## config.mk

```make
export PLATFORM = sky130hd
export DESIGN_NAME = k_loader
export DESIGN_NICKNAME = d
export VERILOG_FILES = /design/src/sparse_feed_pkg.sv /design/src/k_loader.sv
export VERILOG_INCLUDE_DIRS = /design/src
export SDC_FILE = /design/constraint.sdc
export NUM_CORES = 1
export LEC_CHECK = 0
export ABC_AREA = 1
export ABC_CLOCK_PERIOD_IN_PS = 3360
export BUFFER_PORTS_ARGS = -buffer_cell sky130_fd_sc_hd__buf_2
export CAP_MARGIN = 5
export CORE_MARGIN = 2
export CORE_UTILIZATION = 40
export CTS_CLUSTER_DIAMETER = 50
export DETAILED_ROUTE_END_ITERATION = 8
export PLACE_DENSITY_LB_ADDON = 0.1
export SYNTH_ARGS = -nofsm -noshare
export SYNTH_HDL_FRONTEND = slang
export SYNTH_SLANG_ARGS = --single-unit
```

## constraint.sdc

```tcl
create_clock -name clk -period 3.36 [get_ports clk]
set_input_delay 0.672 -clock clk [delete_from_list [all_inputs] [get_ports clk]]
set_output_delay 0.672 -clock clk [all_outputs]
set_load 0.05 [all_outputs]
```

## src/sparse_feed_defines.svh

```systemverilog
`ifndef SPARSE_FEED_DEFINES_SVH
`define SPARSE_FEED_DEFINES_SVH

// row widths in bits
`define SF_K_WIDTH      512
`define SF_Q_WIDTH      256

// external memory address
`define SF_ADDR_WIDTH   12

// K matrix geometry
`define SF_K_ROWS       1024
`define SF_BLOCK_ROWS   64
`define SF_BLOCKS       16

// two halves of 64 rows each
`define SF_Q_BUF_ROWS   128

// region prefixes in front of the row index
`define SF_REGION_K     2'b10
`define SF_REGION_Q     1'b0

`endif

```

## src/sparse_feed_pkg.sv

```systemverilog
`default_nettype none

`include "sparse_feed_defines.svh"

package sparse_feed_pkg;

    typedef logic [`SF_K_WIDTH-1:0]    k_row_t;
    typedef logic [`SF_Q_WIDTH-1:0]    q_row_t;
    typedef logic [`SF_ADDR_WIDTH-1:0] mem_addr_t;

    typedef enum logic {
        K_LOADING,
        K_DONE
    } k_load_state_e;

    // low and high fill target one half each
    typedef enum logic [1:0] {
        Q_INIT,
        Q_WAIT,
        Q_FILL_LOW,
        Q_FILL_HIGH
    } q_stage_state_e;

    typedef enum logic {
        SP_IDLE,
        SP_STREAM
    } sp_state_e;

endpackage

`default_nettype wire

```

## src/k_loader.sv

```systemverilog
`default_nettype none

`include "sparse_feed_defines.svh"

module k_loader (
    input  logic                          clk,
    input  logic                          rst_n,
    output sparse_feed_pkg::mem_addr_t    o_mem_a_addr,
    output logic                          o_k_wr_en,
    output logic [$clog2(`SF_K_ROWS)-1:0] o_k_wr_addr,
    output logic                          o_k_loaded
);
    import sparse_feed_pkg::*;

    localparam int               IDX_W    = $clog2(`SF_K_ROWS);
    localparam logic [IDX_W-1:0] LAST_ROW = IDX_W'(`SF_K_ROWS - 1);

    k_load_state_e    state;
    logic [IDX_W-1:0] row_cnt;

    assign o_mem_a_addr = {`SF_REGION_K, row_cnt};

    // one address per cycle until the last row
    always_ff @(posedge clk or negedge rst_n) begin
        if (!rst_n) begin
            state   <= K_LOADING;
            row_cnt <= '0;
        end else if (state == K_LOADING) begin
            row_cnt <= row_cnt + 1'b1;
            if (row_cnt == LAST_ROW) begin
                state <= K_DONE;
            end
        end
    end

    // port A data arrives a cycle after its address
    always_ff @(posedge clk or negedge rst_n) begin
        if (!rst_n) begin
            o_k_wr_en  <= 1'b0;
            o_k_loaded <= 1'b0;
        end else begin
            o_k_wr_en <= (state == K_LOADING);
            // loaded once the final write has gone in
            if (state == K_DONE && o_k_wr_en) begin
                o_k_loaded <= 1'b1;
            end
        end
    end

    always_ff @(posedge clk) begin
        o_k_wr_addr <= row_cnt;
    end

    // a write seen in K_DONE can only be the last row
    a_no_write_after_done: assert property (@(posedge clk) disable iff (!rst_n)
        (state == K_DONE && o_k_wr_en) |-> (o_k_wr_addr == LAST_ROW));

endmodule

`default_nettype wire

```

* Yosys cells after proc, flatten, opt, wreduce, memory -nomap -nowiden *
Cells that the tools add are included.

storage, ports and cells
  bits of input ports = 2
  logic and storage cells = 11
  output and inout bits = 24
  flip-flop bits (word level) = 23

cells by class
  bitwise logic cells = 1
  reduce and logical (&&, ||, !) cells = 1
  equal/unequal tests = 1
  $add $sub $neg = 1
  muxes and demuxes = 2

operators with widths
  operator                 count
  $add A10 B1 Y10 const B  1
  $eq A10 B10 Y1 const B   1
  $mux W1                  2
  $logic_and A1 B1 Y1      1
  $not A1 Y1               1

* Logic depth before layout (Yosys ltp) *
  depth in word-level cells = 3
  gate-level depth with buffers = 7
  mapped depth without buffers = 7

* Worst setup path after synthesis *
No wires, ideal clock.

  path type = register -> register
  start point = reg row_cnt[0]
  end point = reg row_cnt[8]
  setup slack = 1,834 ps
  library setup time = 119 ps
  cell stages (with the launch flop) = 7
  data required time = 3,241 ps
  path buffers = 0
  arrival time = 1,406 ps
  clock period less this slack = 1,526 ps
  cells stage by stage = dfrtp_1 > ha_1 > nand3_4 > nor2_4 > nand2_1 > nand2_1 > nand2_1

between the ends
  word-level cells in the longest chain between the ends = 1

RTL lines
  item                    RTL line        RTL
  from (decl)             k_loader.sv:19  logic [IDX_W-1:0] row_cnt;
  from (signal assigned)  k_loader.sv:29  row_cnt <= row_cnt + 1'b1;
  $add A10 B1 Y10         k_loader.sv:29

Every way passes these cells.
A chain may end at the register's enable or synchronous reset.

* Final worst setup path *
  start point = reg row_cnt[0]
  end point = out o_mem_a_addr[0]

RTL lines
  item       RTL line       RTL
  to (decl)  k_loader.sv:8  output sparse_feed_pkg::mem_addr_t o_mem_a_addr,

No word-level cell between the ends.

==> results.cfg <==
[global_route]
track_usage = 0.1136
grt_pass1_wl_um = 2221
grt_max_degree = 14
antenna_found_initial = 0
grt.overflow.total = 0
grt_pass1_vias = 502

[power]
power.density_mw_per_mm2 = 386.4
p_leak_nw = 0.5498
irDropWorstVdd_mv = 0.1757
total_power_mw = 0.4022

[worst_setup_path]
critPathMaxFanout = 6
cp_data_required_time_ns = 2.69
end_kind = primary output
path_cells = buf_2
critPathBufInv = 1
path_delay_family = flip-flops
cpMaxStageDelayCell = dfrtp_1
cp_data_arrival_time_ns = 1.09
max_stage_delay_ns = 0.48
start_kind = register
criticalPathCategory = reg2out

[route]
drc_errors = 0
first_pass_iters = 3
vias = 588
antenna_left = 0
routed_wl_um = 1298
drtIter0Drc = 7
via_per_inst = 4.230
wl_per_cell_um = 9.338

[floorplanning]
dieArea_mm2 = 0.002593
fp.dieH_um = 50.93
rows = 16
initial_core_util = 0.4356
core-area_mm2 = 0.002022
die_x_um = 50.93
io_pins = 26

[yosys]
avgSynthCellArea_um2 = 10.12
netlist_top_cells_area = dfrtp_1 (37%), dfxtp_1 (23%), nand2_1 (7.2%), inv_1 (5.1%), nor2_4 (3.8%)
synth_seq_area_share = 0.5966
async_reset_ff_frac = 0.5652
synthFlopType = dfrtp_1
synth_top_cell_area_share = 0.3693
synth_most_common_cell = nand2_1
synthTopCellsByCount = nand2_1 (17), dfrtp_1 (13), inv_1 (12)
synth-edff-count = 0
ys_warn_count = 0
synth_top_area_cell = dfrtp_1
syn_inst = 87
ys_ff_latch = 23
synth_cell_types = 24
synth_area_um2 = 880.8
syn_nets = 90

[timing]
finalSetupViolations = 0
fin_setup_tns_ns = 0
clock_skew_ns = 0.001162
grt_setup_unrepaired = false
finalHoldViolCount = 0
min_period_ns = 1.760
max_clock_freq_mhz = 568.1
drv_slew = 0
fin_crit_sh = 0.5239

[cts]
clock-root-buffer = clkbuf_4
cts.sink_count = 23
cts_setup_buffers = 0
ctsHtreeMaxLevel = 1
clockBufferDepth = 2
worstSkewPairLatency_ns = 0.29
clkTransAtPathRegs_ns = 0.11
cts_tree = yes
cts_resized = 0
hold_buffers = 0
numCtsBuffers = 3

[placement]
port_buffers = 23
hpwl_um = 1027
placed_cell_area_mm2 = 0.001015
gp_congestion = 0.7615

[run]
cap_violations = 0

[layout]
area_growth_pct = 18.18
diodes = 0
final_cell_area_mm2 = 0.001041
drive_above_1_share = 0.3661
final_nets = 116

[worst_hold_path]
worstHoldPathType = in2async

[status]
status = completed
per-stage QoR:
step                      instances    util  setup slack [ns]  hold slack [ns]
after floorplan                  87       -             1.834           0.3764
after global placement          135  0.5019             1.945           0.4039
after detailed placement        135  0.5019             1.933           0.4082
after CTS                       139  0.5149             1.581           0.2355
after global routing            139  0.5149             1.532           0.2419
final                           139  0.5149             1.600           0.2365
per-layer routing:
layer	up-vias	track usage	routed length, µm
li1	307	-	-
met4	0	0.04054	0
met1	267	0.1554	630
met5	-	0	0
met2	14	0.1753	606
met3	0	0.02632	62
kinds of logic (layout without fill, tap and decap cells):
family                   Yosys count  count (layout)  synth area share
AND/OR/NAND/NOR                   38              38            0.2457
flip-flops                        23              23            0.5966
buffers and inverters             17              42           0.08379
AO/OA/AOI/OAI                      3               3           0.02130
XOR/XNOR                           3               3           0.02983
other                              2               2          0.008526
adder cells (fa/ha/maj)            1               1           0.01420
where the power goes:
group / switching (mW) / internal [mW]
Combinational: 0.00772 / 0.000426
Clock: 0.0730 / 0.0462
Sequential: 0 / 0.275
path summary, 6_finish.rpt:
check	startpoint	to	slack, ns	depth (start not counted)
max	row_cnt[0]$_DFFE_PN0N_	o_mem_a_addr[0]	1.60	1
min reg2reg	row_cnt[8]$_DFFE_PN0N_	o_k_wr_addr[8]$_DFF_P_	0.43	0
min	rst_n	o_k_loaded$_DFFE_PN0P_	0.24	1
min in group clk	row_cnt[8]$_DFFE_PN0N_	o_k_wr_addr[8]$_DFF_P_	0.43	0
max in group asynchronous	rst_n	row_cnt[0]$_DFFE_PN0N_	2.90	1
max reg2reg	row_cnt[0]$_DFFE_PN0N_	row_cnt[8]$_DFFE_PN0N_	2.14	6
worst reg2reg max path, stage by stage (launching register included):
cell     delay [ns]
dfrtp_1        0.48
ha_1           0.26
nand3_4        0.11
nor2_4         0.12
nand2_1        0.06
nand2_1        0.05
nand2_1        0.04
layout by cell type (no fill, tap or decap):
cell	count
xor2_1	3
nand3_1	4
nor2_1	3
dfxtp_1	10
inv_1	12
a21o_2	1
inv_2	1
o21ai_0	1
nand3_4	1
nor2_4	3
nor3_1	1
conb_1	2
buf_2	23
inv_4	1
nand2_4	1
nand4_1	1
clkinv_1	1
nand2_1	17
nand2_2	3
ha_1	1
clkbuf_4	3
dfrtp_1	13
nor2_2	3
nand3_2	1
o21ai_1	1
clkbuf_1	1
layout make-up:
| type | instances | area, µm² |
|---|---|---|
| Fill cell | 197 | 980.9 |
| Sequential cell | 23 | 525.5 |
| Multi-Input combinational cell | 47 | 281.5 |
| Timing Repair Buffer | 23 | 115.1 |
| Inverter | 15 | 58.81 |
| Tap cell | 27 | 33.78 |
| Clock buffer | 4 | 26.28 |
registers in the layout, indices dropped and copies added, names as in the netlist:
register	flops
o_k_wr_addr	10
o_k_wr_en	1
row_cnt	10
o_k_loaded	1
state	1
No activity file was read; power rests on OpenSTA's default activity.
