$ cat config.mk
export PLATFORM = sky130hd
export DESIGN_NAME = q_stager
export DESIGN_NICKNAME = d
export VERILOG_FILES = /design/src/sparse_feed_pkg.sv /design/src/q_stager.sv
export VERILOG_INCLUDE_DIRS = /design/src
export SDC_FILE = /design/constraint.sdc
export NUM_CORES = 1
export LEC_CHECK = 0
export BUFFER_PORTS_ARGS = -buffer_cell sky130_fd_sc_hd__buf_2
export CORE_MARGIN = 4
export CORE_UTILIZATION = 54
export DETAILED_ROUTE_END_ITERATION = 8
export PLACE_DENSITY = 0.79
export SYNTH_ARGS = -nofsm -noshare
export SYNTH_HDL_FRONTEND = slang
export SYNTH_SLANG_ARGS = --single-unit
export TNS_END_PERCENT = 10
$ cat constraint.sdc
create_clock -name clk -period 3 [get_ports clk]
set_input_delay 0.6 -clock clk [delete_from_list [all_inputs] [get_ports clk]]
set_output_delay 0.6 -clock clk [all_outputs]
set_load 0.05 [all_outputs]
$ cat src/sparse_feed_defines.svh
`ifndef SPARSE_FEED_DEFINES_SVH
`define SPARSE_FEED_DEFINES_SVH

// row widths in bits
`define SF_K_WIDTH      512
`define SF_Q_WIDTH      256

// external memory address
`define SF_ADDR_WIDTH   12

// K matrix geometry
`define SF_K_ROWS       1024
`define SF_BLOCK_ROWS   64
`define SF_BLOCKS       16

// two halves of 64 rows each
`define SF_Q_BUF_ROWS   128

// region prefixes in front of the row index
`define SF_REGION_K     2'b10
`define SF_REGION_Q     1'b0

`endif

$ cat src/sparse_feed_pkg.sv
`default_nettype none

`include "sparse_feed_defines.svh"

package sparse_feed_pkg;

    typedef logic [`SF_K_WIDTH-1:0]    k_row_t;
    typedef logic [`SF_Q_WIDTH-1:0]    q_row_t;
    typedef logic [`SF_ADDR_WIDTH-1:0] mem_addr_t;

    typedef enum logic {
        K_LOADING,
        K_DONE
    } k_load_state_e;

    // low and high fill target one half each
    typedef enum logic [1:0] {
        Q_INIT,
        Q_WAIT,
        Q_FILL_LOW,
        Q_FILL_HIGH
    } q_stage_state_e;

    typedef enum logic {
        SP_IDLE,
        SP_STREAM
    } sp_state_e;

endpackage

`default_nettype wire

$ cat src/q_stager.sv
`default_nettype none

`include "sparse_feed_defines.svh"

module q_stager (
    input  logic                              clk,
    input  logic                              rst_n,
    input  logic                              i_sp_gen_over,
    output sparse_feed_pkg::mem_addr_t        o_mem_b_addr,
    output logic                              o_q_wr_en,
    output logic [$clog2(`SF_Q_BUF_ROWS)-1:0] o_q_wr_addr
);
    import sparse_feed_pkg::*;

    localparam int SLOT_W = $clog2(`SF_Q_BUF_ROWS);
    localparam int HALF_W = SLOT_W - 1;
    localparam int QIDX_W = `SF_ADDR_WIDTH - $bits(`SF_REGION_Q);

    q_stage_state_e    state;
    logic [QIDX_W-1:0] q_idx;
    logic [SLOT_W-1:0] slot_cnt;
    logic              next_high;
    logic              half_end;

    assign o_mem_b_addr = {`SF_REGION_Q, q_idx};

    // last slot of whichever half is filling
    assign half_end = (slot_cnt[HALF_W-1:0] == '1);

    ////////////////////////////////////////////////////////////
    // fill sequencing
    ////////////////////////////////////////////////////////////

    always_ff @(posedge clk or negedge rst_n) begin
        if (!rst_n) begin
            state     <= Q_INIT;
            q_idx     <= '0;
            slot_cnt  <= '0;
            next_high <= 1'b0;
        end else begin
            case (state)
                Q_INIT: begin
                    q_idx    <= q_idx + 1'b1;
                    slot_cnt <= slot_cnt + 1'b1;
                    if (slot_cnt == '1) begin
                        state <= Q_WAIT;
                    end
                end
                Q_WAIT: begin
                    // each refill goes to the other half
                    if (i_sp_gen_over) begin
                        state     <= next_high ? Q_FILL_HIGH : Q_FILL_LOW;
                        slot_cnt  <= {next_high, {HALF_W{1'b0}}};
                        next_high <= ~next_high;
                    end
                end
                Q_FILL_LOW, Q_FILL_HIGH: begin
                    q_idx    <= q_idx + 1'b1;
                    slot_cnt <= slot_cnt + 1'b1;
                    if (half_end) begin
                        state <= Q_WAIT;
                    end
                end
            endcase
        end
    end

    ////////////////////////////////////////////////////////////
    // buffer writes, one cycle behind the port B address
    ////////////////////////////////////////////////////////////

    always_ff @(posedge clk or negedge rst_n) begin
        if (!rst_n) begin
            o_q_wr_en <= 1'b0;
        end else begin
            o_q_wr_en <= (state != Q_WAIT);
        end
    end

    always_ff @(posedge clk) begin
        o_q_wr_addr <= slot_cnt;
    end

    // generator pulse during a fill is dropped
    a_gen_over_in_wait: assert property (@(posedge clk) disable iff (!rst_n)
        i_sp_gen_over |-> (state == Q_WAIT))
        else $warning("q_stager: sp_gen_over during a Q fill, refill request lost");

endmodule

`default_nettype wire

### Word-level counts from Yosys, hierarchy flattened

Cells that the tools add are included.

| word-level totals | value |
|---|---|
| flip-flop bits (word level) | 29 |
| input bits | 3 |
| output and inout bits | 20 |

| operators by class | value |
|---|---|
| add/subtract/negate cells | 2 |
| equal/unequal tests | 9 |
| muxes and demuxes | 7 |
| bitwise gates (word level) | 1 |
| reductions and logical operators | 5 |

Operators with widths:

| operator | count |
|---|---|
| $pmux 7 s2 | 1 |
| $add 11x1->11 const B | 1 |
| $add 7x1->7 const B | 1 |
| $eq 7x7->1 const B | 1 |
| $mux 7 | 1 |
| $eq 6x6->1 const B | 1 |
| $mux 2 | 3 |
| $ne 2x2->1 const B | 3 |
| $pmux 2 s3 | 1 |
| $eq 2x2->1 const B | 2 |
| $reduce_and 3->1 | 1 |
| $reduce_or 3->1 | 1 |
| $eq 2x1->1 const B | 1 |
| $logic_not 2->1 | 1 |
| $ne 2x1->1 const B | 1 |
| $reduce_and 2->1 | 1 |
| $reduce_or 2->1 | 1 |
| $mux 1 | 1 |
| $not 1->1 | 1 |

### Longest topological paths before layout

| depth | value |
|---|---|
| depth after elaboration | 4 |
| depth in mapped cells | 6 |

### Least setup slack after synthesis

Ideal clock, no wire load.

| timing | value |
|---|---|
| path type | reg-to-reg |
| start | register q_idx[3] |
| end | register q_idx[10] |
| setup time | 140 ps |
| arrival time | 1380 ps |
| required time | 2860 ps |
| slack | 1480 ps |
| stages on the path, launching flop included | 5 |
| period minus slack after synthesis | 1520 ps |
| cells stage by stage | dfrtp_1 > and4_1 > and3_1 > nand3_1 > xnor2_1 |

| on the way | value |
|---|---|
| word-level cells in the longest chain between the ends | 1 |

RTL lines:

| element | RTL line | source |
|---|---|---|
| from (decl) | q_stager.sv:20 | `logic [QIDX_W-1:0] q_idx;` |
| from (signal assigned) | q_stager.sv:43 | `q_idx <= q_idx + 1'b1;` |
| from (signal assigned) | q_stager.sv:58 | `q_idx <= q_idx + 1'b1;` |
| $add 11x1->11 | q_stager.sv:43, q_stager.sv:58 |  |

Every way passes these cells.
A chain may end at the register's enable or synchronous reset.

### Worst setup path in the final report

| timing | value |
|---|---|
| start | register q_idx[3] |
| end | output port o_mem_b_addr[3] |

RTL lines:

| element | RTL line | source |
|---|---|---|
| to (decl) | q_stager.sv:9 | `output sparse_feed_pkg::mem_addr_t o_mem_b_addr,` |

No word-level cell between the ends.

==> metrics.txt <==
Hold Path Class in2async; Fin. Hold Viols 0; largest vdd supply drop 723.0 µV; NumNets Final 132; post-synthesis mux area share 0%; post-layout instance area 1334 µm²; outcome completed; Synth Net Count 107; post-CTS setup buffers 0; initial antenna violation count 0; critical path arrival roughly 1.1 ns; Starting DRT DRC Count 6; total gr overflow 0; Area growth, synth to finish 15.87%; CP max stage delay 0.44 ns; Setup Skew 0.007800 ns; Post-synth EDFFs 0; TritonCTS buffer count 5; die height 54.17 µm; drt first pass iters 4; slowest CP cell dfrtp_1; crit-path max FO 6; proportion of layout cells with a drive suffix above 1 between 20% and 30%; RSZ-0062 raised after global routing false; Synth Area in Compound Gates 7.065%; Die X between 50 and 60 µm; PortBufs 21; Post-Syn Instances roughly 100; clk slew on worst S/H paths 0.09 ns; FP Rows 16; mapped cell area 1151 µm²; max-cap check violation count 0; post-synthesis register bit count 29; power per cell area 1242 nW/µm²; H-Tree Depth 2; Initial Utilization 57.50%; ant diodes 0; Clock Root Buffer clkbuf_4; final WL 1934 µm; post-synthesis sequential area ratio 60.00%; clock sinks 29; CTS tree yes; Die Area 2934 µm²; XOR/XNOR Fraction of Synth Area a little under a tenth; DRC violations left 0; Min Clock Period, post-route 1.666 ns; via count 787; launch point of the worst path q_idx[3]; Worst setup SP type flip-flop; nature of the critical path endpoint output pin; clk buf depth 2; family with the most delay on the worst path flip-flops; largest net degree at the start of global routing 23; GRT Overall Usage 16.57%; FMAX 600.3 MHz; number of vias per cell roughly 5.1; Post-Synth Adder-Cell Area under 10%; Post-CTS Resized 0; Area after DPL approximately 1300 µm²; Final Slew Violations 0; setup total negative slack 0 ns; Syn Area/Cell between 10 and 15 µm²; LEAKAGE 0.6088 nW; # hold bufs at CTS 0; core region area 2002 µm²; ys flop type dfrtp_1; critical path, cell by cell buf_2; clk_lat worst skew approximately 0.33 ns; PnR Total Power 1.656 mW; antenna-violating nets left 0; synth warn 0; Req. time, crit path 2.40 ns; Post-synth ARST share between 70% and 80%; final setup vio count 0; post-layout util 66.63%; WL per Instance 12.48 µm; half-perimeter wire length after placement ~1400 µm; Hold WS ~0.22 ns; Buf/Inv on CP 1; Synth cell types 29; vias in the first global route 718; fill cell count around 160; largest family of logic cells by synthesized area simple AND/OR/NAND/NOR gates; Worst R2R Start state[1]; crit path kind reg2out; Synth top area share 47.83%; global-route wire length before repair 3236 µm; total I/O pin count 23; RePlAce Congestion 0.7371; simple-gate share of the synthesized area 18.04%; top cells by area, synth dfrtp_1 48%, dfxtp_1 12%, xnor2_1 8.4%; period utilization 55.53%; Synth area leader dfrtp_1
## cells by family after synthesis
group | after synthesis
AO/OA/AOI/OAI | 14
XOR/XNOR | 12
adder cells (fa/ha/maj) | 2
buffers and inverters | 6
flip-flops | 29
other | 1
AND/OR/NAND/NOR | 38
## synthesized netlist by cell type, types with 2 or more instances
master    instances
a21oi_1           2
a31oi_1           2
buf_4             2
dfrtp_1          22
dfxtp_1           7
ha_1              2
inv_1             2
nand2_1          16
nand3_1           6
nand3b_1          2
nand4_1           2
nor2_1            4
nor2_4            2
o21ai_0           6
xnor2_1          11
## power by group
part	internal (mW)	switching, mW
clock network	0.136	0.131
registers	0.549	0.144
logic	0.193	0.504
## worst paths after layout
kind,end,slack (ns),cells past startpoint
worst max register to register,slot_cnt[3],1.57,5
worst min-delay path,q_idx[5],0.22,1
worst max-delay path,o_mem_b_addr[3],1.33,1
max in group asynchronous,q_idx[2],2.45,1
min in group clk,o_q_wr_addr[4],0.42,0
worst min register to register,o_q_wr_addr[4],0.42,0
## area by class of cell
type | instances | area [µm²] | share of cell area [%]
Timing Repair Buffer | 21 | 105.1 | 7.880
Clock buffer | 7 | 65.06 | 4.878
Tap cell | 27 | 33.78 | 2.533
Inverter | 3 | 11.26 | 0.8443
Sequential cell | 29 | 690.7 | 51.78
Multi-Input combinational cell | 67 | 422.9 | 31.71
Clock inverter | 1 | 5.005 | 0.3752
## sequential cells by signal (all words and copies together), names as in the netlist
signal,cells
next_high,1
o_q_wr_addr,7
o_q_wr_en,1
q_idx,11
slot_cnt,7
state,2
## layout by cell type, fill, tap and decap left out, drive strengths merged, types with 2 or more instances in the layout
master / n
a21oi: 2
a31oi: 2
and3: 2
buf: 21
clkbuf: 7
dfrtp: 22
dfxtp: 7
ha: 2
inv: 3
nand2: 16
nand3: 6
nand3b: 2
nand4: 2
nor2: 6
o21ai: 7
xnor2: 11
## routing by layer
layer,vias up,global-route usage [%],wire [µm]
li1,384,-,-
met1,367,19.57,864
met2,28,24.90,874
met3,8,6.094,140
met4,0,11.20,55
met5,-,0,0
## metrics by stage
step,setup WS (ns),instances
after CTS,1.324,155
after detailed placement,1.559,147
after floorplan,1.480,102
after global routing,1.286,155
final,1.334,155
after global placement,1.639,147
Note: power is estimated with default switching activity, not from simulation.
