### config.mk
export PLATFORM = sky130hd
export DESIGN_NAME = sparse_streamer
export DESIGN_NICKNAME = d
export VERILOG_FILES = /design/src/sparse_feed_pkg.sv /design/src/sparse_streamer.sv
export VERILOG_INCLUDE_DIRS = /design/src
export SDC_FILE = /design/constraint.sdc
export NUM_CORES = 1
export LEC_CHECK = 0
export BUFFER_PORTS_ARGS = -buffer_cell sky130_fd_sc_hd__buf_2
export CORE_ASPECT_RATIO = 1.1
export CORE_UTILIZATION = 40
export DETAILED_ROUTE_END_ITERATION = 10
export HOLD_SLACK_MARGIN = 0.08
export PLACE_DENSITY = 0.66
export RECOVER_POWER = 25
export SLEW_MARGIN = 5
export SYNTH_ARGS = -nofsm -noshare
export SYNTH_HDL_FRONTEND = slang
export SYNTH_SLANG_ARGS = --single-unit
### constraint.sdc
create_clock -name clk -period 2.16 [get_ports clk]
set_clock_uncertainty 0.2 [all_clocks]
set_input_delay 0.54 -clock clk [delete_from_list [all_inputs] [get_ports clk]]
set_output_delay 0.54 -clock clk [all_outputs]
set_load 0.01 [all_outputs]
### src/sparse_feed_defines.svh
`ifndef SPARSE_FEED_DEFINES_SVH
`define SPARSE_FEED_DEFINES_SVH

// row widths in bits
`define SF_K_WIDTH      512
`define SF_Q_WIDTH      256

// external memory address
`define SF_ADDR_WIDTH   12

// K matrix geometry
`define SF_K_ROWS       1024
`define SF_BLOCK_ROWS   64
`define SF_BLOCKS       16

// two halves of 64 rows each
`define SF_Q_BUF_ROWS   128

// region prefixes in front of the row index
`define SF_REGION_K     2'b10
`define SF_REGION_Q     1'b0

`endif

### src/sparse_feed_pkg.sv
`default_nettype none

`include "sparse_feed_defines.svh"

package sparse_feed_pkg;

    typedef logic [`SF_K_WIDTH-1:0]    k_row_t;
    typedef logic [`SF_Q_WIDTH-1:0]    q_row_t;
    typedef logic [`SF_ADDR_WIDTH-1:0] mem_addr_t;

    typedef enum logic {
        K_LOADING,
        K_DONE
    } k_load_state_e;

    // low and high fill target one half each
    typedef enum logic [1:0] {
        Q_INIT,
        Q_WAIT,
        Q_FILL_LOW,
        Q_FILL_HIGH
    } q_stage_state_e;

    typedef enum logic {
        SP_IDLE,
        SP_STREAM
    } sp_state_e;

endpackage

`default_nettype wire

### src/sparse_streamer.sv
`default_nettype none

`include "sparse_feed_defines.svh"

module sparse_streamer (
    input  logic                              clk,
    input  logic                              rst_n,
    input  logic                              i_k_loaded,
    input  logic                              i_cu_over_last,
    output logic [$clog2(`SF_K_ROWS)-1:0]     o_k_rd_addr,
    output logic [$clog2(`SF_Q_BUF_ROWS)-1:0] o_q_rd_addr,
    output logic                              o_sp_valid,
    output logic                              o_sp_last
);
    import sparse_feed_pkg::*;

    localparam int ROW_W = $clog2(`SF_BLOCK_ROWS);
    localparam int BLK_W = $clog2(`SF_BLOCKS);
    localparam int BEAT_W = $clog2(`SF_K_ROWS);

    sp_state_e         state;
    logic              k_loaded_q;
    logic              start;
    logic              last_beat;
    logic [BLK_W-1:0]  blk_cnt;
    logic [ROW_W-1:0]  row_cnt;
    logic              half;
    logic [BEAT_W-1:0] beat_cnt;

    // first pass on the K load edge, later ones on cu_over_last
    assign start     = (i_k_loaded && !k_loaded_q) || i_cu_over_last;
    assign last_beat = (blk_cnt == BLK_W'(`SF_BLOCKS - 1)) &&
                       (row_cnt == ROW_W'(`SF_BLOCK_ROWS - 1));

    // K walks all blocks, Q repeats its half per block
    assign o_k_rd_addr = {blk_cnt, row_cnt};
    assign o_q_rd_addr = {half, row_cnt};

    ////////////////////////////////////////////////////////////
    // pass sequencing
    ////////////////////////////////////////////////////////////

    always_ff @(posedge clk or negedge rst_n) begin
        if (!rst_n) begin
            state      <= SP_IDLE;
            k_loaded_q <= 1'b0;
            blk_cnt    <= '0;
            row_cnt    <= '0;
            half       <= 1'b0;
        end else begin
            k_loaded_q <= i_k_loaded;
            case (state)
                SP_IDLE: begin
                    if (start) begin
                        state <= SP_STREAM;
                    end
                end
                SP_STREAM: begin
                    // counters wrap back to zero on the last beat
                    row_cnt <= row_cnt + 1'b1;
                    if (row_cnt == '1) begin
                        blk_cnt <= blk_cnt + 1'b1;
                    end
                    if (last_beat) begin
                        state <= SP_IDLE;
                        half  <= ~half;
                    end
                end
            endcase
        end
    end

    // flags trail the reads by the buffer latency
    always_ff @(posedge clk or negedge rst_n) begin
        if (!rst_n) begin
            o_sp_valid <= 1'b0;
            o_sp_last  <= 1'b0;
        end else begin
            o_sp_valid <= (state == SP_STREAM);
            o_sp_last  <= (state == SP_STREAM) && last_beat;
        end
    end

    // valid beats counted apart from the read counters
    always_ff @(posedge clk or negedge rst_n) begin
        if (!rst_n) begin
            beat_cnt <= '0;
        end else if (o_sp_valid) begin
            beat_cnt <= beat_cnt + 1'b1;
        end
    end

    // last flag only with valid and only on the final beat of a pass
    a_last_ends_pass: assert property (@(posedge clk) disable iff (!rst_n)
        (o_sp_valid || o_sp_last) |-> (o_sp_valid && (o_sp_last == (beat_cnt == '1))));

endmodule

`default_nettype wire

== Word-level counts from Yosys, hierarchy flattened ==
Index checks and enable logic that the tools add are counted.

* Add/subtract/negate cells: 2
* Multipliers: 0
* Divide/modulo/power cells: 0
* Magnitude comparators: 0
* Equal/unequal tests: 2
* Shift-type cells: 0
* Muxes and demuxes: 3
* Bitwise gates (word level): 2
* Reductions and logical operators: 7

{| class="wikitable"
|+ Operator list
! operator !! count
|-
| adder 6 x 1 -> 6 bit, second input constant || 1
|-
| equality test 6 bit, second input constant || 1
|-
| adder 4 x 1 -> 4 bit, second input constant || 1
|-
| equality test 4 bit, second input constant || 1
|-
| AND reduction 2 bit || 2
|-
| logical AND 1 bit || 3
|-
| two-way mux 1 bit || 2
|-
| inverter 1 bit || 2
|-
| case mux 1 bit (2 select lines) || 1
|-
| logical NOT 1 bit || 1
|-
| logical OR 1 bit || 1
|}

* Flip-flop bits (word level): 15
* Bits in latches: 0
* RAM bits: 0
* ROM bits: 0
* Input bits: 4
* Output and inout port bits: 19
* Memories: 0

== Logic depth before layout (Yosys ltp) ==
Gate-level depths: netlist of the first run.

* Word-level depth: 5
* Depth in mapped cells: 4

== Worst setup path after synthesis of the first run ==
Ideal clock, no wire load.

* Path type: register -> register
* Start point: reg row_cnt[0]
* End point: reg blk_cnt[1]
* Setup time: 128 ps
* Arrival: 1310 ps
* Data required time: 1832 ps
* Slack: 523 ps
* Cell stages (with the launch flop): 5
* Path buffers: 0
* Period minus slack after synthesis: 1637 ps
* Path through: dfrtp_1 ha_1 nand4_4 nor2_2 mux2_1

* Cells in the longest elaborated chain, start to end: 2

{| class="wikitable"
|+ Ends and longest elaborated chain
! what !! RTL line !! source
|-
| from (decl) || sparse_streamer.sv:26 || <nowiki>logic [ROW_W-1:0] row_cnt;</nowiki>
|-
| from (signal assigned) || sparse_streamer.sv:60 || <nowiki>row_cnt <= row_cnt + 1'b1;</nowiki>
|-
| equality test 6 bit || sparse_streamer.sv:61 || <nowiki>if (row_cnt == '1) begin</nowiki>
|-
| AND reduction 2 bit (no source line) || -- ||
|-
| to (signal assigned) || sparse_streamer.sv:62 || <nowiki>blk_cnt <= blk_cnt + 1'b1;</nowiki>
|-
| to (decl) || sparse_streamer.sv:25 || <nowiki>logic [BLK_W-1:0] blk_cnt;</nowiki>
|}

Every way passes these cells.
A chain may end at the register's enable or synchronous reset.

== Worst setup path after layout of the first run ==
Ends and elaborated chain as after synthesis.

==> results of run 1 <==
## layout by cell type, fill, tap and decap left out
cell,instances
mux2_2,1
inv_1,1
nand4_4,1
dfrtp_1,15
nor2_1,3
buf_2,21
nand3_1,2
mux2_1,1
nor2_2,1
a211oi_1,1
dlygate4sd3_1,1
nor3_2,1
nor3_4,1
clkbuf_1,2
clkbuf_4,3
nand2_1,4
xor2_1,6
nand4_1,1
xnor2_1,3
ha_1,2
## kinds of logic (layout without fill, tap and decap cells)
kind of cell	after synthesis	after routing	synth area share
muxes	2	2	0.0340
AOI/OAI and AO/OA	1	1	0.0113
and+or+nand+nor	14	14	0.146
adders and majority gates	2	2	0.0378
xor gates and xnor gates	9	9	0.119
DFF	15	15	0.567
buffers and inverters	8	28	0.0851
## layer usage
| layer | GRT usage | routed length [um] |
|---|---|---|
| met5 | 0 | 0 |
| met4 | 0.120 | 10 |
| met3 | 0.0452 | 44 |
| met2 | 0.150 | 480 |
| met1 | 0.198 | 472 |
## path summary, 6_finish.rpt
kind,to,slack (ns),from
min in group asynchronous,blk_cnt[1],0.65,rst_n
hold / removal,k_loaded_q,0.18,i_k_loaded
hold reg to reg,half,0.27,half
max in group asynchronous,row_cnt[2],0.62,rst_n
setup reg to reg,blk_cnt[1],0.50,row_cnt[0]
setup / recovery,blk_cnt[1],0.50,row_cnt[0]
## report_power, final
| group | internal [mW] | leakage [nW] | switching [mW] |
|---|---|---|---|
| sequential | 0.346 | 0.183 | 0.0936 |
| clock | 0.0716 | 0.0150 | 0.0840 |
| combinational | 0.147 | 0.216 | 0.157 |
| total | 0.565 | 0.413 | 0.335 |
## worst register-to-register path: cells and delay by family (launching register included)
| kind | cells | cell delay, ns |
|---|---|---|
| mux | 1 | 0.33 |
| simple gates | 2 | 0.35 |
| fa+ha+maj | 1 | 0.24 |
| flops | 1 | 0.43 |
## timing repair
| item | in CTS | in global routing |
|---|---|---|
| hold endpoints to repair | 15 | 0 |
| gates resized for setup | 0 | 0 |
| hold buffers | 1 | 0 |
## cell type report
class	instances	area [um2]
clock buffer	4	26.3
fill	157	782
inverter	1	3.75
multi-input combinational	28	230
sequential	15	375
tap	17	21.3
timing repair buffer	23	119
## registers in the layout, indices dropped and copies added, names as in the netlist
signal	count
k_loaded_q	1
o_sp_last	1
o_sp_valid	1
state	1
blk_cnt	4
half	1
row_cnt	6
==> flow_summary_export.csv, run 1 <==
group,metric,value,unit
run_status,outcome,"complete, no violations",
sta,setup_viol,0,
synthesis,netlist_area,662,um2
floorplanning,die_area,1820,um2
sta,fin_crit_sh,0.766,
sta,finalHoldViolCount,0,
power_and_ir_drop,fin_total_pwr,0.899,mW
sta,hold_ws,0.179,ns
detailed_routing,drt-total-wl,1.01,mm
synthesis,synth.distinct_cells,17,
sta,layout_min_cycle_time,1.66,ns
clock_network,cts_setup_buffers,0,
cells_and_area,syn2layout_area_growth,17.2,%
cells_and_area,final_nets,78,
place,dpl.hpwl,745,um
detailed_routing,drcViolationCount,0,
synthesis,ys_ff_latch,15,
detailed_routing,first_iter_violations,1,
detailed_routing,avgViaCountPerCell,4.65,
critical_path,critical_path_class,"reg -> reg",
power_and_ir_drop,power-per-cell-area,1160,nW/um2
synthesis,synth_top_cell_by_area,"dfrtp_1",
sta,relSlewSlack,0.479,
synthesis,synth_cells,51,
synthesis,synth_edf_count,0,
clock_network,cts_buffer_depth,2,
cells_and_area,final_cells,88,
synthesis,ys_top_cells_by_area,"dfrtp_1 (57%), buf_4 (7.9%), xor2_1 (7.9%)",
synthesis,postSynthAreaPerCell,13.0,um2
place,place_ws,0.500,ns
cells_and_area,diodes,0,
worst_hold_path,hold_class,"in -> reg",
floorplanning,die_y,44.7,um
critical_path,crit_buf_inv,0,
cells_and_area,final_util,0.498,
critical_path,reg2reg_depth,4,
grt,overflow,0,
place,place_congestion,0.716,
floorplanning,rows,15,
worst_hold_path,hold_depth,1,
grt,grt_max_degree,16,
synthesis,yosys_warnings,0,
grt,grt_pass1_vias,341,
sta,max_freq,604,MHz
sta,fin_ws,0.505,ns
cells_and_area,postLayoutCellArea,776,um2
sta,final_max_slew_viol_count,0,
sta,rsz0062_at_grt,"no",
critical_path,cp_slowest_stage_delay,0.43,ns
synthesis,synth.most_common_cell,"dfrtp_1",
floorplanning,ios,23,
grt,grt_pass1_wl,1.55,mm
critical_path,required,2.12,ns
place,postPlaceCellArea,741,um2
clock_network,cts_sinks,15,
clock_network,cts-root-buf,"clkbuf_4",
critical_path,slowest_stage,"dfrtp_1",
clock_network,htree_levels,1,
detailed_routing,vias,409,
power_and_ir_drop,leakagePower,0.413,nW
sta,tns,0,ns
floorplanning,initial_core_util,0.425,
synthesis,async_reset_ff_frac,1.00,
critical_path,critPathTopFamily,"flip-flops",
synthesis,synth_nets,57,
clock_network,cts.clk_slew.worst_paths,0.08,ns
clock_network,worstSkewPairLatency,0.27,ns
cells_and_area,drive_gt1_frac,0.408,
clock_network,tritoncts,"built",
power_and_ir_drop,irDropWorstVdd,0.564,mV
place,portBuffers,22,
floorplanning,fp.dieW,40.8,um
critical_path,path_depth,4,
critical_path,cp-end-kind,"flip-flop",
floorplanning,core-area,1560,um2
detailed_routing,postRouteAntennaNets,0,
synthesis,yosysSeqAreaShare,0.567,
grt,grt_use_total,0.135,
place,dp_cells,83,
critical_path,crit_fanout,5,
synthesis,netlist.area_leader.share,0.567,
synthesis,yosys-top-cells-count,"dfrtp_1 (15), buf_4 (7), xor2_1 (6)",
run,drv_cap,0,
detailed_routing,dr.pass1.iters,2,
synthesis,ys.flop_type,"dfrtp_1",
critical_path,critPathArrivalTime,1.62,ns
sta,worst_slew_pin_slew,0.781,ns
clock_network,numCtsBuffers,3,
grt,antenna_found_initial,0,
detailed_routing,wl_per_cell,11.5,um
critical_path,critPathLaunchType,"flip-flop",
critical_path,worstPathCellList,"ha_1 > nand4_4 > nor2_2 > mux2_1",
Note: power is estimated with default switching activity, not from simulation.
==> inputs of run 2 (changes only) <==
Clock period 2.16 ns to 1.7 ns, I/O delays scaled along.
==> run 2 against run 1 <==
Against the previous run:
- global-route usage is 0.94 points higher
- wire length up 4.3%
- critical path depth is the same
- clock-buffer cell count is the same
- clock power is 27% higher
- design area grew 3.7%
- via count up 7.3%
- combinational power is 40% higher
- sequential share of layout area shrank 1.7 points
- sequential power up 25%
- highest routed layer unchanged
- register-to-register slack worse by 0.39 ns
- core utilization rose by 1.8 points
==> flow_summary_export.csv, run 2 (same netlist as run 1, synthesis figures left out) <==
group,metric,value,unit
run_status,outcome,"complete, no violations",
detailed_routing,vias,439,
place,place_ws,0.125,ns
place,postPlaceCellArea,763,um2
power_and_ir_drop,leakagePower,0.428,nW
place,place_congestion,0.701,
power_and_ir_drop,swShare,0.371,
critical_path,required,1.66,ns
worst_hold_path,hold_depth,3,
critical_path,crit-reg2reg-capture,"blk_cnt[1]",
run,drv_cap,0,
detailed_routing,postRouteAntennaNets,0,
detailed_routing,wl_per_cell,11.4,um
cells_and_area,regMostFlops,"row_cnt",
cells_and_area,diodes,0,
sta,relSlewSlack,0.486,
cells_and_area,top_regs,"row_cnt (6), blk_cnt (4)",
sta,worst_slew_pin_slew,0.771,ns
sta,tns,0,ns
clock_network,numCtsBuffers,3,
critical_path,r2r_slack,0.12,ns
sta,layout_min_cycle_time,1.58,ns
critical_path,reg2reg_depth,4,
critical_path,critPathArrivalTime,1.55,ns
grt,grt_pass1_wl,1.70,mm
sta,fin_crit_sh,0.931,
sta,setup_viol,0,
power_and_ir_drop,irDropWorstVdd,0.629,mV
worst_hold_path,hold_class,"in -> reg",
clock_network,htree_levels,1,
worst_hold_path,min_from,"i_cu_over_last",
sta,max_freq,632,MHz
cells_and_area,layout_commonest_cell,"buf_2",
floorplanning,initial_core_util,0.425,
critical_path,critPathLaunchType,"flip-flop",
critical_path,critical_path_class,"reg -> reg",
sta,hold_ws,0.178,ns
clock_network,tritoncts,"built",
clock_network,cts_sinks,15,
power_and_ir_drop,p_seq_frac,0.468,
grt,grt_max_degree,16,
critical_path,crit_start,"row_cnt[1]",
grt,grt_use_total,0.145,
power_and_ir_drop,combPwrFrac,0.363,
floorplanning,rows,15,
cells_and_area,final_cell_mix,"buf_2 (21), dfrtp_1 (15), xor2_1 (6)",
power_and_ir_drop,p_sw,0.436,mW
clock_network,worstSkewPairLatency,0.27,ns
critical_path,r2r_start,"row_cnt[1]",
sta,final_max_slew_viol_count,0,
clock_network,cts_buffer_depth,2,
place,portBuffers,22,
sta,finalHoldViolCount,0,
floorplanning,die_y,44.7,um
power_and_ir_drop,internal-power,0.740,mW
cells_and_area,largest_reg_flops,6,
cells_and_area,final_nets,82,
grt,overflow,0,
cells_and_area,postLayoutCellArea,805,um2
detailed_routing,drcViolationCount,0,
cells_and_area,syn2layout_area_growth,21.6,%
grt,grt_pass1_vias,386,
sta,fin_ws,0.117,ns
worst_hold_path,hold_path_end,"state",
sta,rsz0062_at_grt,"no",
detailed_routing,drt-total-wl,1.05,mm
detailed_routing,avgViaCountPerCell,4.77,
cells_and_area,drive_gt1_frac,0.413,
floorplanning,die_area,1820,um2
floorplanning,ios,23,
critical_path,cp-end-kind,"flip-flop",
detailed_routing,first_iter_violations,4,
clock_network,cts.clk_slew.worst_paths,0.09,ns
power_and_ir_drop,power-per-cell-area,1460,nW/um2
clock_network,cts-root-buf,"clkbuf_4",
detailed_routing,dr.pass1.iters,3,
floorplanning,core-area,1560,um2
power_and_ir_drop,p_clk_frac,0.169,
critical_path,crit_fanout,5,
clock_network,cts_setup_buffers,0,
place,dpl.hpwl,793,um
floorplanning,fp.dieW,40.8,um
grt,antenna_found_initial,0,
-- run 2: changes by cell type in the layout (fill, tap and decap cells not counted) --
| cell | before | now |
|---|---|---|
| buf_4 | 0 | 2 |
| clkbuf_1 | 2 | 3 |
| dlygate4sd3_1 | 1 | 2 |
-- run 2: how the worst max path moves through the flow --
stage                          end  depth (start not counted)  slack [ns]
CTS                 o_k_rd_addr[1]                          2        0.11
global route            blk_cnt[1]                          4        0.06
floorplan               blk_cnt[1]                          4        0.06
finish                  blk_cnt[1]                          4        0.12
detailed placement      blk_cnt[1]                          4        0.13
global placement        blk_cnt[1]                          4        0.18
-- run 2: routing by layer --
layer	GRT usage	vias up	wire length [um]
li1	-	210	-
met1	0.197	217	479
met2	0.191	10	526
met3	0.0452	2	34
met4	0.100	0	10
met5	0	-	0
-- run 2: worst max-delay path, cell delays in order, from the launching register on --
cell and delay (ns):
dfrtp_1 0.37, ha_1 0.22, nand4_4 0.16, nor2_2 0.19, mux2_1 0.33
-- run 2: final cells by class --
class,instances,area (um2)
Fill cell,151,753
Tap cell,17,21.3
Multi-Input combinational cell,28,230
Inverter,1,3.75
Clock buffer,4,26.3
Timing Repair Buffer,27,148
Sequential cell,15,375
-- run 2: through the flow --
| stage | utilization | std cells | total power [mW] |
|---|---|---|---|
| 3_5_place_dp | 0.490 | 86 | 0.987 |
| 2_1_floorplan | - | 51 | 0.863 |
| 6_report | 0.516 | 92 | 1.18 |
| 5_1_grt | 0.516 | 92 | 1.28 |
| 3_3_place_gp | 0.490 | 86 | 0.975 |
| 4_1_cts | 0.520 | 92 | 1.20 |
-- run 2: timing repair --
action,in CTS,in global routing
gates resized for setup,0,0
hold buffers,2,0
endpoints found under the hold margin,16,0
-- run 2: power by group through the flow --
stage          Sequential, mW  Clock (mW)  Combinational, mW
3_5_place_dp            0.560           0              0.427
6_report                0.550       0.198              0.427
2_1_floorplan           0.593           0              0.270
5_1_grt                 0.567       0.229              0.482
3_3_place_gp            0.554           0              0.421
4_1_cts                 0.553       0.210              0.433
==> inputs of run 3 (changes only) <==
Settings changed: SETUP_SLACK_MARGIN from default to 0.3.
==> run 3 against run 2 <==
Against the previous run:
- core utilization increased by 14 points
- clock-buffer cell count unchanged
- die area unchanged
- first-iteration DRC count decreased by 25%
- worst setup slack improved by 0.077 ns
- flip-flop and latch count unchanged
- design area increased by 28%
- wire length increased by 13%
- critical path depth decreased by 3
- register-to-register slack improved by 0.11 ns
- via count increased by 11%
- clock power about the same
- critical path type is now reg -> out
- highest routed layer unchanged
==> flow_summary_export.csv, run 3 (same netlist as run 1, synthesis figures left out) <==
group,metric,value,unit
run_status,outcome,"complete, no violations",
sta,relSlewSlack,0.785,
detailed_routing,drt-total-wl,1.19,mm
critical_path,critical_path_class,"reg -> out",
critical_path,critPathLaunchType,"flip-flop",
grt,antenna_found_initial,0,
sta,fin_crit_sh,0.886,
cells_and_area,final_nets,97,
floorplanning,initial_core_util,0.425,
place,dpl.hpwl,729,um
critical_path,cp-end-kind,"output port",
sta,max_freq,664,MHz
cells_and_area,final_cell_mix,"buf_2 (15), buf_4 (15), dfrtp_1 (10), buf_6 (10), xor2_1 (6)",
sta,worst_slew_pin_slew,0.323,ns
cells_and_area,syn2layout_area_growth,55.0,%
floorplanning,die_area,1820,um2
sta,layout_min_cycle_time,1.51,ns
sta,finalHoldViolCount,0,
critical_path,crit_fanout,5,
clock_network,cts-root-buf,"clkbuf_4",
grt,grt_pass1_wl,1.77,mm
grt,grt_use_total,0.150,
place,portBuffers,22,
floorplanning,ios,23,
cells_and_area,final_cells,107,
cells_and_area,drive_gt1_frac,0.644,
sta,final_max_slew_viol_count,0,
critical_path,worstPathCellList,"buf_2",
detailed_routing,vias,487,
clock_network,htree_levels,1,
place,place_congestion,0.716,
critical_path,cp_slowest_stage_delay,0.45,ns
detailed_routing,postRouteAntennaNets,0,
clock_network,numCtsBuffers,3,
clock_network,worstSkewPairLatency,0.28,ns
detailed_routing,drcViolationCount,0,
detailed_routing,first_iter_violations,3,
critical_path,critPathTopFamily,"flip-flops",
detailed_routing,dr.pass1.iters,2,
cells_and_area,largest_reg_flops,6,
power_and_ir_drop,leakagePower,0.538,nW
clock_network,tritoncts,"built",
sta,setup_viol,0,
floorplanning,rows,15,
cells_and_area,final-seq-area,382,um2
grt,grt_pass1_vias,454,
sta,rsz0062_at_grt,"yes",
clock_network,cts.clk_slew.worst_paths,0.09,ns
critical_path,crit_buf_inv,1,
critical_path,slowest_stage,"dfrtp_2",
cells_and_area,diodes,0,
clock_network,cts_sinks,15,
sta,tns,0,ns
power_and_ir_drop,power-per-cell-area,1460,nW/um2
grt,overflow,0,
detailed_routing,wl_per_cell,11.1,um
floorplanning,core-area,1560,um2
critical_path,crit_start,"row_cnt[0]",
sta,fin_ws,0.193,ns
critical_path,r2r_slack,0.23,ns
place,place_ws,0.155,ns
worst_hold_path,min_from,"i_cu_over_last",
cells_and_area,nFillCells,115,
worst_hold_path,hold_class,"in -> reg",
place,dp_cells,83,
cells_and_area,regMostFlops,"row_cnt",
critical_path,r2r_start,"row_cnt[0]",
clock_network,cts_buffer_depth,2,
grt,grt_max_degree,16,
detailed_routing,avgViaCountPerCell,4.55,
power_and_ir_drop,irDropWorstVdd,0.825,mV
cells_and_area,top_regs,"row_cnt (6), blk_cnt (4)",
floorplanning,die_y,44.7,um
cells_and_area,multi_input_area,273,um2
run,drv_cap,0,
floorplanning,fp.dieW,40.8,um
critical_path,required,1.07,ns
critical_path,critPathArrivalTime,0.88,ns
run 3: changes by cell type in the layout (fill, tap and decap cells not counted), sizes merged:
cell,before,now
clkbuf,6,4
buf,23,40
run 3: timing repair:
| item | CTS | global route |
|---|---|---|
| hold buffers | 2 | 0 |
| endpoints found under the setup margin | 21 | 27 |
| hold endpoints to repair | 16 | 0 |
| gates cloned | 0 | 0 |
| resized for setup | 9 | 11 |
| buffers inserted | 16 | 2 |
| pin swaps | 1 | 7 |
run 3: power by group:
| part | internal [mW] | switching (mW) |
|---|---|---|
| combinational | 0.443 | 0.322 |
| sequential | 0.451 | 0.0827 |
| clock | 0.0911 | 0.109 |
run 3: path summary, 6_finish.rpt:
| kind | end | depth (start not counted) |
|---|---|---|
| max | o_k_rd_addr[0] | 1 |
| min | state | 3 |
| max reg2reg | blk_cnt[1] | 4 |
| min reg2reg | half | 2 |
| max in group asynchronous | row_cnt[0] | 2 |
| min in group asynchronous | blk_cnt[2] | 2 |
run 3: layer usage:
layer	vias up	GRT usage	part of all wire
li1	242	-	-
met1	228	0.173	0.42
met2	13	0.222	0.52
met3	4	0.0302	0.032
met4	0	0.140	0.027
met5	-	0	0
run 3: layout make-up:
type	instances	share of cell area
flip-flops and latches	15	0.372
repair buffers	42	0.312
multi-input cells	28	0.266
clock buffers	4	0.0256
well taps	17	0.0207
inverters	1	0.00366
run 3: worst register-to-register path: cells and delay by family, from the launching register on:
kind | cells | cell delay [ns]
and+or+nand+nor | 2 | 0.29
muxes | 1 | 0.30
adders and majority gates | 1 | 0.16
DFF | 1 | 0.42
run 3: through the flow:
step,utilization,hold slack (ns),cell area (um2),power (mW)
5_1_grt,0.659,0.194,1030,1.61
6_report,0.659,0.173,1030,1.50
2_1_floorplan,-,-0.0706,674,0.880
4_1_cts,0.617,0.154,961,1.44
3_3_place_gp,0.484,0.142,753,0.965
3_5_place_dp,0.484,0.144,753,0.974
